**config.mk**
```make
export PLATFORM = sky130hd
export DESIGN_NAME = bus_top
export DESIGN_NICKNAME = d
export VERILOG_FILES = /design/src/bus_pkg.sv /design/src/bus_top.sv /design/src/scratch_mem.sv /design/src/wishbone_slave.sv /design/src/bus_decoder.sv /design/src/wishbone_master.sv
export VERILOG_INCLUDE_DIRS = /design/src /design/src/src
export SDC_FILE = /design/constraint.sdc
export NUM_CORES = 1
export LEC_CHECK = 0
export BUFFER_PORTS_ARGS = -buffer_cell sky130_fd_sc_hd__buf_2
export CORE_ASPECT_RATIO = 0.9
export CORE_MARGIN = 2
export CORE_UTILIZATION = 37
export DETAILED_ROUTE_END_ITERATION = 16
export PLACE_DENSITY = 0.53
export SYNTH_ARGS = -nofsm -noshare
export SYNTH_HDL_FRONTEND = slang
export SYNTH_SLANG_ARGS = --single-unit
```
**constraint.sdc**
```tcl
create_clock -name clk_i -period 8.1 [get_ports clk_i]
set_clock_uncertainty 0.1 [all_clocks]
set_input_delay 1.62 -clock clk_i [delete_from_list [all_inputs] [get_ports clk_i]]
set_output_delay 1.62 -clock clk_i [all_outputs]
set_load 0.005 [all_outputs]
```
**src/bus_params.svh**
```systemverilog
// address map and scratch memory sizing, included by the bus RTL and the testbench.
`ifndef BUS_PARAMS_SVH
`define BUS_PARAMS_SVH

// ~~~~~~~~~~~~~~~~~~~~~~~~~~~~~~~~~~~~~~~~~~~~~~~~~~~~~~~~~~~~~~~~~~~~~~~~~
// address map, compared against addr[31:28].
// ~~~~~~~~~~~~~~~~~~~~~~~~~~~~~~~~~~~~~~~~~~~~~~~~~~~~~~~~~~~~~~~~~~~~~~~~~

`define BUS_MEM_REGION  4'h1 // scratch memory.
`define BUS_UART_REGION 4'h2 // uart device port.

// ~~~~~~~~~~~~~~~~~~~~~~~~~~~~~~~~~~~~~~~~~~~~~~~~~~~~~~~~~~~~~~~~~~~~~~~~~
// scratch memory.
// ~~~~~~~~~~~~~~~~~~~~~~~~~~~~~~~~~~~~~~~~~~~~~~~~~~~~~~~~~~~~~~~~~~~~~~~~~

// depth in 32-bit words.
`define BUS_MEM_WORDS 16

// cycles from request valid to read data valid.
`define BUS_MEM_RD_LAT 2

`endif
```
**src/bus_pkg.sv**
```systemverilog
// shared bus types, imported by every module of the system bus and by the testbench.
package bus_pkg;

    // ~~~~~~~~~~~~~~~~~~~~~~~~~~~~~~~~~~~~~~~~~~~~~~~~~~~~~~~~~~~~~~~~~~~~~~~~~
    // core side.
    // ~~~~~~~~~~~~~~~~~~~~~~~~~~~~~~~~~~~~~~~~~~~~~~~~~~~~~~~~~~~~~~~~~~~~~~~~~

    typedef struct packed {
        logic        we;
        logic [31:0] addr;
        logic [31:0] wdata;
        logic [3:0]  mask;   // byte enables.
    } cmd_req_t;

    typedef struct packed {
        logic [31:0] rdata;  // zero for writes.
        logic        err;
    } cmd_rsp_t;

    // ~~~~~~~~~~~~~~~~~~~~~~~~~~~~~~~~~~~~~~~~~~~~~~~~~~~~~~~~~~~~~~~~~~~~~~~~~
    // wishbone bus.
    // ~~~~~~~~~~~~~~~~~~~~~~~~~~~~~~~~~~~~~~~~~~~~~~~~~~~~~~~~~~~~~~~~~~~~~~~~~

    typedef struct packed {
        logic        cyc;
        logic        stb;
        logic        we;
        logic [31:0] addr;
        logic [31:0] wdata;
        logic [3:0]  sel;
    } wb_req_t;

    typedef struct packed {
        logic        ack;
        logic        err;
        logic [31:0] rdata;
    } wb_rsp_t;

    // device port behind a bridge.
    typedef struct packed {
        logic        valid;  // one cycle per request.
        logic        we;
        logic [27:0] addr;   // offset inside the region.
        logic [31:0] wdata;
        logic [3:0]  mask;
    } dev_req_t;

    typedef struct packed {
        logic        busy;
        logic        rdata_valid;
        logic [31:0] rdata;
    } dev_rsp_t;

    typedef enum logic [1:0] {MST_IDLE, MST_BUS, MST_DONE} mst_state_e;
    typedef enum logic [1:0] {SLV_IDLE, SLV_ISSUE, SLV_WAIT_RD, SLV_ACK} slv_state_e;
    typedef enum logic [1:0] {REG_NONE, REG_MEM, REG_UART} region_e;

endpackage

```
**src/bus_top.sv**
```systemverilog
// system bus top level joining master, decoder, memory and uart bridges; exposes the uart port.
`timescale 1ns/100ps

module bus_top import bus_pkg::*; (
    input  logic     clk_i,
    input  logic     rst_n_i,

    // core side.
    input  logic     cmd_valid_i,
    input  cmd_req_t cmd_req_i,
    output logic     busy_o,
    output cmd_rsp_t cmd_rsp_o,

    // uart device port.
    output dev_req_t uart_req_o,
    input  dev_rsp_t uart_rsp_i
);

    wb_req_t  mst_wb_req;
    wb_rsp_t  mst_wb_rsp;
    wb_req_t  mem_wb_req;
    wb_rsp_t  mem_wb_rsp;
    wb_req_t  uart_wb_req;
    wb_rsp_t  uart_wb_rsp;
    dev_req_t mem_dev_req;
    dev_rsp_t mem_dev_rsp;

    wishbone_master master (
        .clk_i       (clk_i),
        .rst_n_i     (rst_n_i),
        .cmd_valid_i (cmd_valid_i),
        .cmd_req_i   (cmd_req_i),
        .busy_o      (busy_o),
        .cmd_rsp_o   (cmd_rsp_o),
        .wb_req_o    (mst_wb_req),
        .wb_rsp_i    (mst_wb_rsp)
    );

    bus_decoder decoder (
        .clk_i      (clk_i),
        .rst_n_i    (rst_n_i),
        .wb_req_i   (mst_wb_req),
        .wb_rsp_o   (mst_wb_rsp),
        .mem_req_o  (mem_wb_req),
        .mem_rsp_i  (mem_wb_rsp),
        .uart_req_o (uart_wb_req),
        .uart_rsp_i (uart_wb_rsp)
    );

    // ~~~~~~~~~~~~~~~~~~~~~~~~~~~~~~~~~~~~~~~~~~~~~~~~~~~~~~~~~~~~~~~~~~~~~~~~~
    // device bridges.
    // ~~~~~~~~~~~~~~~~~~~~~~~~~~~~~~~~~~~~~~~~~~~~~~~~~~~~~~~~~~~~~~~~~~~~~~~~~

    wishbone_slave mem_bridge (
        .clk_i     (clk_i),
        .rst_n_i   (rst_n_i),
        .wb_req_i  (mem_wb_req),
        .wb_rsp_o  (mem_wb_rsp),
        .dev_req_o (mem_dev_req),
        .dev_rsp_i (mem_dev_rsp)
    );

    scratch_mem mem (
        .clk_i     (clk_i),
        .rst_n_i   (rst_n_i),
        .dev_req_i (mem_dev_req),
        .dev_rsp_o (mem_dev_rsp)
    );

    wishbone_slave uart_bridge (
        .clk_i     (clk_i),
        .rst_n_i   (rst_n_i),
        .wb_req_i  (uart_wb_req),
        .wb_rsp_o  (uart_wb_rsp),
        .dev_req_o (uart_req_o),
        .dev_rsp_i (uart_rsp_i)
    );

endmodule

```
**src/scratch_mem.sv**
```systemverilog
// scratch memory device with byte masks and fixed read latency, placed behind a bus bridge.
`timescale 1ns/100ps
`include "bus_params.svh"

module scratch_mem import bus_pkg::*; (
    input  logic     clk_i,
    input  logic     rst_n_i,
    input  dev_req_t dev_req_i,
    output dev_rsp_t dev_rsp_o
);

    localparam int IDX_W = $clog2(`BUS_MEM_WORDS);
    localparam int CNT_W = $clog2(`BUS_MEM_RD_LAT + 1);

    logic [31:0]      mem_q [`BUS_MEM_WORDS];
    logic [IDX_W-1:0] word_idx;
    logic [IDX_W-1:0] rd_idx_q;
    logic [CNT_W-1:0] lat_cnt_q;   // read cycles left.

    assign word_idx = dev_req_i.addr[IDX_W+1:2]; // word aligned.

    always_ff @(posedge clk_i) begin
        if (!rst_n_i) begin
            for (int i = 0; i < `BUS_MEM_WORDS; i++) begin
                mem_q[i] <= '0;
            end
            lat_cnt_q <= '0;
        end else begin
            if (dev_req_i.valid && dev_req_i.we) begin
                for (int b = 0; b < 4; b++) begin
                    if (dev_req_i.mask[b]) begin
                        mem_q[word_idx][8*b +: 8] <= dev_req_i.wdata[8*b +: 8];
                    end
                end
            end
            if (dev_req_i.valid && !dev_req_i.we) begin
                lat_cnt_q <= CNT_W'(`BUS_MEM_RD_LAT);
            end else if (lat_cnt_q != '0) begin
                lat_cnt_q <= lat_cnt_q - 1'b1;
            end
        end
    end

    always_ff @(posedge clk_i) begin
        if (dev_req_i.valid && !dev_req_i.we) begin
            rd_idx_q <= word_idx;
        end
    end

    assign dev_rsp_o.busy        = (lat_cnt_q != '0);
    assign dev_rsp_o.rdata_valid = (lat_cnt_q == CNT_W'(1)); // last latency cycle.
    assign dev_rsp_o.rdata       = mem_q[rd_idx_q];

endmodule

```
**src/wishbone_slave.sv**
```systemverilog
// bus bridge from one wishbone region to a device request/response port with busy and read-valid.
`timescale 1ns/100ps

module wishbone_slave import bus_pkg::*; (
    input  logic     clk_i,
    input  logic     rst_n_i,

    input  wb_req_t  wb_req_i,
    output wb_rsp_t  wb_rsp_o,

    output dev_req_t dev_req_o,
    input  dev_rsp_t dev_rsp_i
);

    slv_state_e  state_q;
    slv_state_e  state_d;
    logic [31:0] rdata_q;   // read word from the device.
    logic        bus_act;

    assign bus_act = wb_req_i.cyc && wb_req_i.stb;

    always_comb begin
        state_d = state_q;
        case (state_q)
            SLV_IDLE: begin
                if (bus_act) begin
                    state_d = SLV_ISSUE;
                end
            end
            SLV_ISSUE: begin
                // stall here while the device is busy.
                if (!dev_rsp_i.busy) begin
                    state_d = wb_req_i.we ? SLV_ACK : SLV_WAIT_RD;
                end
            end
            SLV_WAIT_RD: begin
                if (dev_rsp_i.rdata_valid) begin
                    state_d = SLV_ACK;
                end
            end
            SLV_ACK: begin
                if (!bus_act) begin
                    state_d = SLV_IDLE; // wait for stb to drop before the next cycle.
                end
            end
            default: begin
                state_d = SLV_IDLE;
            end
        endcase
    end

    always_ff @(posedge clk_i) begin
        if (!rst_n_i) begin
            state_q <= SLV_IDLE;
        end else begin
            state_q <= state_d;
        end
    end

    always_ff @(posedge clk_i) begin
        if (state_q == SLV_WAIT_RD && dev_rsp_i.rdata_valid) begin
            rdata_q <= dev_rsp_i.rdata;
        end
    end

    // single request per bus cycle.
    assign dev_req_o.valid = (state_q == SLV_ISSUE) && !dev_rsp_i.busy;
    assign dev_req_o.we    = wb_req_i.we;
    assign dev_req_o.addr  = wb_req_i.addr[27:0];
    assign dev_req_o.wdata = wb_req_i.wdata;
    assign dev_req_o.mask  = wb_req_i.sel;

    assign wb_rsp_o.ack   = (state_q == SLV_ACK) && bus_act;
    assign wb_rsp_o.err   = 1'b0;
    assign wb_rsp_o.rdata = rdata_q;

endmodule

```
**src/bus_decoder.sv**
```systemverilog
// address decoder that routes each bus cycle to one bridge and answers unmapped cycles with err.
`timescale 1ns/100ps
`include "bus_params.svh"

module bus_decoder import bus_pkg::*; (
    input  logic    clk_i,
    input  logic    rst_n_i,

    input  wb_req_t wb_req_i,
    output wb_rsp_t wb_rsp_o,

    output wb_req_t mem_req_o,
    input  wb_rsp_t mem_rsp_i,
    output wb_req_t uart_req_o,
    input  wb_rsp_t uart_rsp_i
);

    region_e region;
    logic    bus_act;
    logic    err_ack_q;

    assign bus_act = wb_req_i.cyc && wb_req_i.stb;

    always_comb begin
        if (wb_req_i.addr[31:28] == `BUS_MEM_REGION) begin
            region = REG_MEM;
        end else if (wb_req_i.addr[31:28] == `BUS_UART_REGION) begin
            region = REG_UART;
        end else begin
            region = REG_NONE;
        end
    end

    // only the selected bridge sees cyc and stb.
    always_comb begin
        mem_req_o      = wb_req_i;
        mem_req_o.cyc  = wb_req_i.cyc && (region == REG_MEM);
        mem_req_o.stb  = wb_req_i.stb && (region == REG_MEM);
        uart_req_o     = wb_req_i;
        uart_req_o.cyc = wb_req_i.cyc && (region == REG_UART);
        uart_req_o.stb = wb_req_i.stb && (region == REG_UART);
    end

    always_ff @(posedge clk_i) begin
        if (!rst_n_i) begin
            err_ack_q <= 1'b0;
        end else begin
            err_ack_q <= bus_act && (region == REG_NONE) && !err_ack_q; // one pulse.
        end
    end

    always_comb begin
        case (region)
            REG_MEM:  wb_rsp_o = mem_rsp_i;
            REG_UART: wb_rsp_o = uart_rsp_i;
            default: begin
                wb_rsp_o.ack   = err_ack_q;
                wb_rsp_o.err   = err_ack_q;
                wb_rsp_o.rdata = 32'h0;
            end
        endcase
    end

endmodule

```
**src/wishbone_master.sv**
```systemverilog
// bus master that turns one core command strobe into one wishbone cycle and returns the result.
`timescale 1ns/100ps

module wishbone_master import bus_pkg::*; (
    input  logic     clk_i,
    input  logic     rst_n_i,

    input  logic     cmd_valid_i,
    input  cmd_req_t cmd_req_i,
    output logic     busy_o,
    output cmd_rsp_t cmd_rsp_o,

    output wb_req_t  wb_req_o,
    input  wb_rsp_t  wb_rsp_i
);

    mst_state_e state_q;
    mst_state_e state_d;
    cmd_req_t   cmd_q;   // command held for the whole cycle.
    cmd_rsp_t   rsp_q;
    logic       accept;

    assign busy_o = (state_q == MST_BUS);
    assign accept = cmd_valid_i && !busy_o; // strobes during busy are dropped.

    always_comb begin
        state_d = state_q;
        case (state_q)
            MST_IDLE: begin
                if (accept) begin
                    state_d = MST_BUS;
                end
            end
            MST_BUS: begin
                if (wb_rsp_i.ack) begin
                    state_d = MST_DONE;
                end
            end
            MST_DONE: begin
                state_d = accept ? MST_BUS : MST_IDLE;
            end
            default: begin
                state_d = MST_IDLE;
            end
        endcase
    end

    always_ff @(posedge clk_i) begin
        if (!rst_n_i) begin
            state_q <= MST_IDLE;
            rsp_q   <= '0;
        end else begin
            state_q <= state_d;
            if (busy_o && wb_rsp_i.ack) begin
                rsp_q.rdata <= cmd_q.we ? 32'h0 : wb_rsp_i.rdata;
                rsp_q.err   <= wb_rsp_i.err;
            end
        end
    end

    always_ff @(posedge clk_i) begin
        if (accept) begin
            cmd_q <= cmd_req_i;
        end
    end

    // cycle stays open until ack.
    assign wb_req_o.cyc   = busy_o;
    assign wb_req_o.stb   = busy_o;
    assign wb_req_o.we    = cmd_q.we;
    assign wb_req_o.addr  = cmd_q.addr;
    assign wb_req_o.wdata = cmd_q.wdata;
    assign wb_req_o.sel   = cmd_q.mask;

    assign cmd_rsp_o = rsp_q;

endmodule

```
Yosys cells after proc, flatten, opt, wreduce, memory -nomap -nowiden

Memory sizes are Yosys's and may differ from the RTL's. A register that Yosys moved wholly into a read port is not among the register bits.
Cells that the tools add are included.
Widths: inputs -> output; s select.

Bits in registers: 147
Bits in latches: 0
RAM bits: 512
Memory bits (read-only): 0
Input bits: 106
Output and inout bits: 100
Word-level logic and storage cells: 111
Memories: 1

Memories:

| name      | depth | bits a word | read ports | clocked after memory_dff | wr ports | RTL line          | source |
|---|---|---|---|---|---|---|---|
| mem.mem_q | 16    | 32          | 1          | 1                        | 16       | scratch_mem.sv:15 | `` logic [31:0] mem_q [`BUS_MEM_WORDS]; `` |

Add/sub/neg operators: 1
Multipliers: 0
Div/mod/pow operators: 0
$lt $le $gt $ge: 0
Equality and inequality tests: 23
Shift operators: 0
Multiplexer cells: 41
Bitwise operators: 1
Reduce and logical (&&, ||, !) cells: 30

Operators with widths:

| kind                | number |
|---|---|
| $pmux 34 s2         | 1 |
| $mux 32             | 2 |
| $reduce_or 32->1    | 1 |
| $mux 2              | 14 |
| $mux 1              | 19 |
| $pmux 2 s4          | 2 |
| $logic_and 1x1->1   | 14 |
| $eq 2x2->1 const B  | 6 |
| $ne 2x2->1 const B  | 6 |
| $eq 2x1->1 const B  | 5 |
| $logic_not 2->1     | 4 |
| $mux 4              | 2 |
| $ne 2x1->1 const B  | 4 |
| $reduce_and 4->1    | 2 |
| $pmux 2 s3          | 1 |
| $logic_not 1->1     | 5 |
| $eq 4x1->1 const B  | 1 |
| $eq 4x2->1 const B  | 1 |
| $reduce_bool 2->1   | 2 |
| $reduce_and 2->1    | 1 |
| $reduce_or 2->1     | 1 |
| $sub 2x1->2 const B | 1 |
| $not 1->1           | 1 |

Depth between registers and ports, before layout

Word-level depth: 9
Gate-level depth with buffers: 7
Gate-level depth less buffers: 6

Modules after synthesis

From an unflattened synthesis, not the netlist that was laid out.

Cell total of the unflattened synthesis: 2,220
Area, all modules: 31,104.8 um^2

By module, submodules not included:

| module          | instances | cells an instance | area an instance (um^2) | seq. area each (um^2) |
|---|---|---|---|---|
| scratch_mem     | 1         | 1,547             | 22,477.8                | 15,615.0 |
| wishbone_master | 1         | 227               | 3,657.3                 | 2,772.7 |
| wishbone_slave  | 2         | 122               | 1,686.6                 | 1,001.0 |
| bus_decoder     | 1         | 202               | 1,596.5                 | 20.0 |

Worst setup path after synthesis

Ideal clock, no wire load.

Path kind: input to register
From: in cmd_valid_i
To: reg master.cmd_q (netlist bit master.wb_req_o[0]), enable pin
Setup time: 0.497 ns
Arrival time: 4.534 ns
Required time: 7.503 ns
Path slack: 2.969 ns
Cell stages on the path: 2
Path buffers: 0
Cells stage by stage: inv_1 > nor2_1

Word-level cells in the longest chain between the ends: 1

Ends and longest elaborated chain:

| item                   | RTL line              | source |
|---|---|---|
| start: declaration     | bus_top.sv:9          | `input logic cmd_valid_i,` |
| $logic_and 1x1->1      | wishbone_master.sv:24 | `assign accept = cmd_valid_i && !busy_o;` |
| via master.accept      | wishbone_master.sv:21 | `logic accept;` |
| end signal: assignment | wishbone_master.sv:63 | `cmd_q <= cmd_req_i;` |
| end: declaration       | wishbone_master.sv:19 | `cmd_req_t cmd_q;` |

The timed path passes the listed nets, and every way through them passes these cells.
A chain may end at the register's enable or synchronous reset.

==> flow_summary.toml <==
[outcome]
status = "finished, final reports clean"

[clock_tree]
cts-buffers-inserted = 76
path_clk_slew_ps = 60
max-clock-path-buffers = 3
root_buffer = "clkbuf_16"
htreeDepth = 3
clkLatencyLatePin_ps = 630
cts.repair.resized = 0
cts_tree = "yes"
hold_buffers = 0
post-cts-setup-buffer-count = 0
clock-sinks = 691

[synthesis]
synth_ff_type = "edfxtp_1"
syn_avg_cell_area_um2 = 16.17
synth.area.top_cells = "edfxtp_1 (64%), and2_1 (11%), mux4_2 (8.2%)"
ys_ff_latch = 691
synth_cell_types = 41
synthDominantCellAreaShare_pct = 64.19
syn-instance-count = 1878
ys_top_cells_by_count = "edfxtp_1 (649), and2_1 (513), mux4_2 (110), nand2_1 (79), nor2_1 (72)"
async_reset_ff_share_pct = 0
seq_area_frac_synth_pct = 66.96
synth_area_um2 = 30360
synth_nets = 1994
synth_edf_count = 649
yosysWarnings = 0
synth.most_common_cell = "edfxtp_1"
yosysTopAreaCell = "edfxtp_1"

[floorplanning]
die-area_um2 = 84370
rows = 99
die_y_um = 275.8
coreArea_um2 = 81130
ios = 206
initial_core_util_pct = 37.42
die_x_um = 306.0

[sta]
fin_ws_ps = 4126
tns_ps = 0
rsz0062_at_grt = "no"
report.final.slew_viol_count = 0
fmax_mhz = 251.6
slew_headroom_pct = 18.40
fin_crit_sh_pct = 49.06
max_slew.worst_pin.slew_ps = 1211
setup-violations-final = 0
period_needed_ps = 3974
finalHoldViolCount = 0

[pwr]
power.density_nw_per_um2 = 237.2
p_leak_nw = 12.81
p_comb_share_pct = 7.3
peakVddDrop_mv = 0.1402
pwr-share-seq_pct = 50.8
power.switching_w = 0.001883
power_switching_share_pct = 23.00
pwr-share-clk_pct = 41.9
p_int_w = 0.006303

[global_route]
grt-ovfl-total = 0
track_usage_pct = 18.58
grt_pass1_vias = 16398
antenna_found_initial = 7
grt_pass1_wl_mm = 112.8
grt_max_degree = 65

[run]
max_cap_viol_count = 0

[cells_and_area]
nets = 2154
area_growth_pct = 13.66
antennaDiodeCount = 0
drive_gt1_share_pct = 22.83
num-fill-cells = 7175

[critical_path]
crit_required_ps = 8330
path_class = "register to register"
path_max_fanout = 32
startpoint_type = "register"
cp.arrival_ps = 4200
end_kind = "register"

[detailed_routing]
wl_per_cell_um = 24.90
vias = 16330
ant_nets = 0
vias_per_cell = 5.171
drt_iter0_drc = 1480
drt-total-wl_mm = 78.62
drtPass1Iterations = 7
drc = 0

[placement]
place_ws_ps = 3488
hpwl_mm = 52.45
port-buffer-count = 205
place_congestion = 0.8013

[min_path]
hp-class = "register to register"
[power groups by stage]
stage	clock (W)	combinational, W	sequential, W
2_1_floorplan	0	0.000440	0.00415
3_3_place_gp	0	0.000596	0.00423
3_5_place_dp	0	0.000607	0.00423
4_1_cts	0.00350	0.000609	0.00416
5_1_grt	0.00363	0.000640	0.00417
6_report	0.00343	0.000599	0.00416
[cells by family (layout without fill, tap and decap cells)]
| family | after synthesis | count (layout) | synth area share (%) |
|---|---|---|---|
| muxes | 195 | 195 | 13.64 |
| adders and majority gates | 10 | 10 | 0.4121 |
| and+or+nand+nor | 693 | 693 | 13.06 |
| buffers and inverters | 178 | 398 | 3.511 |
| DFF | 691 | 691 | 66.96 |
| AOI/OAI and AO/OA | 111 | 111 | 2.419 |
[per-stage QoR]
step | cell area [um^2] | std cells | util (%) | hold WS, ps | power (W)
finish | 34510 | 3158 | 42.53 | 359.8 | 0.008186
global placement | 32060 | 3020 | 39.51 | 328.4 | 0.004827
global route | 34510 | 3158 | 42.53 | 376.9 | 0.008446
floorplan | 30360 | 1878 | - | 311.1 | 0.004590
detailed placement | 32060 | 3020 | 39.51 | 342.5 | 0.004842
CTS | 34510 | 3158 | 42.53 | 359.0 | 0.008265
[state kept, by name, summed over array words and instances (netlist names), 2 cells and up]
register / flops
master.cmd_rsp_o: 33
master.state_q: 2
master.wb_req_o: 69
mem.lat_cnt_q: 2
mem.mem_q: 512
mem.rd_idx_q: 4
mem_bridge.rdata_q: 32
mem_bridge.state_q: 2
uart_bridge.rdata_q: 32
uart_bridge.state_q: 2
[per-layer routing]
metal | global-route usage (%) | vias to the layer above | share of wire, %
met2 | 29.68 | 611 | 47
li1 | - | 7306 | -
met1 | 25.69 | 8269 | 44
met5 | 0 | - | 0.029
met3 | 3.647 | 140 | 6.9
met4 | 5.963 | 4 | 2.8
[area by class of cell]
class	instances	area (um^2)	area share, %
sequential	691	20330	58.91
multi-input combinational	1009	8991	26.05
clock buffer	101	2143	6.211
timing repair buffer	252	1381	4.003
tap	1060	1326	3.843
clock inverter	37	307.8	0.8919
inverter	8	30.03	0.08702
[placed cells by master, fill, tap and decap left out, types with 3 or more instances in the layout]
master / n
edfxtp_1: 649
and2_1: 512
buf_2: 204
mux4_2: 110
clkbuf_16: 82
nand2_1: 79
nor2_1: 70
o21ai_0: 64
mux4_1: 50
buf_4: 48
dfxtp_1: 42
mux2i_1: 34
a22o_1: 33
clkbuf_1: 17
clkinv_1: 16
nand3_1: 12
clkinv_2: 12
ha_1: 10
inv_1: 7
nor2b_1: 5
bufinv_16: 4
clkinvlp_4: 3
[path summary, 6_finish.rpt]
kind	from	endpoint	slack (ps)	cells after the start
setup / recovery	mem_bridge.state_q[1]	mem.mem_q[0][15]	4130	6
setup reg to reg	mem_bridge.state_q[1]	mem.mem_q[0][15]	4130	6
hold / removal	master.cmd_rsp_o[31]	master.cmd_rsp_o[31]	360	2
hold reg to reg	master.cmd_rsp_o[31]	master.cmd_rsp_o[31]	360	2
[worst max-delay path: stages (launching register included)]
cell and delay (ps):
dfxtp_1 350, inv_1 120, ha_1 240, and4bb_1 650, nand3_1 890, o21ai_0 1080
buf_4 270
No activity file was read; power rests on OpenSTA's default activity.
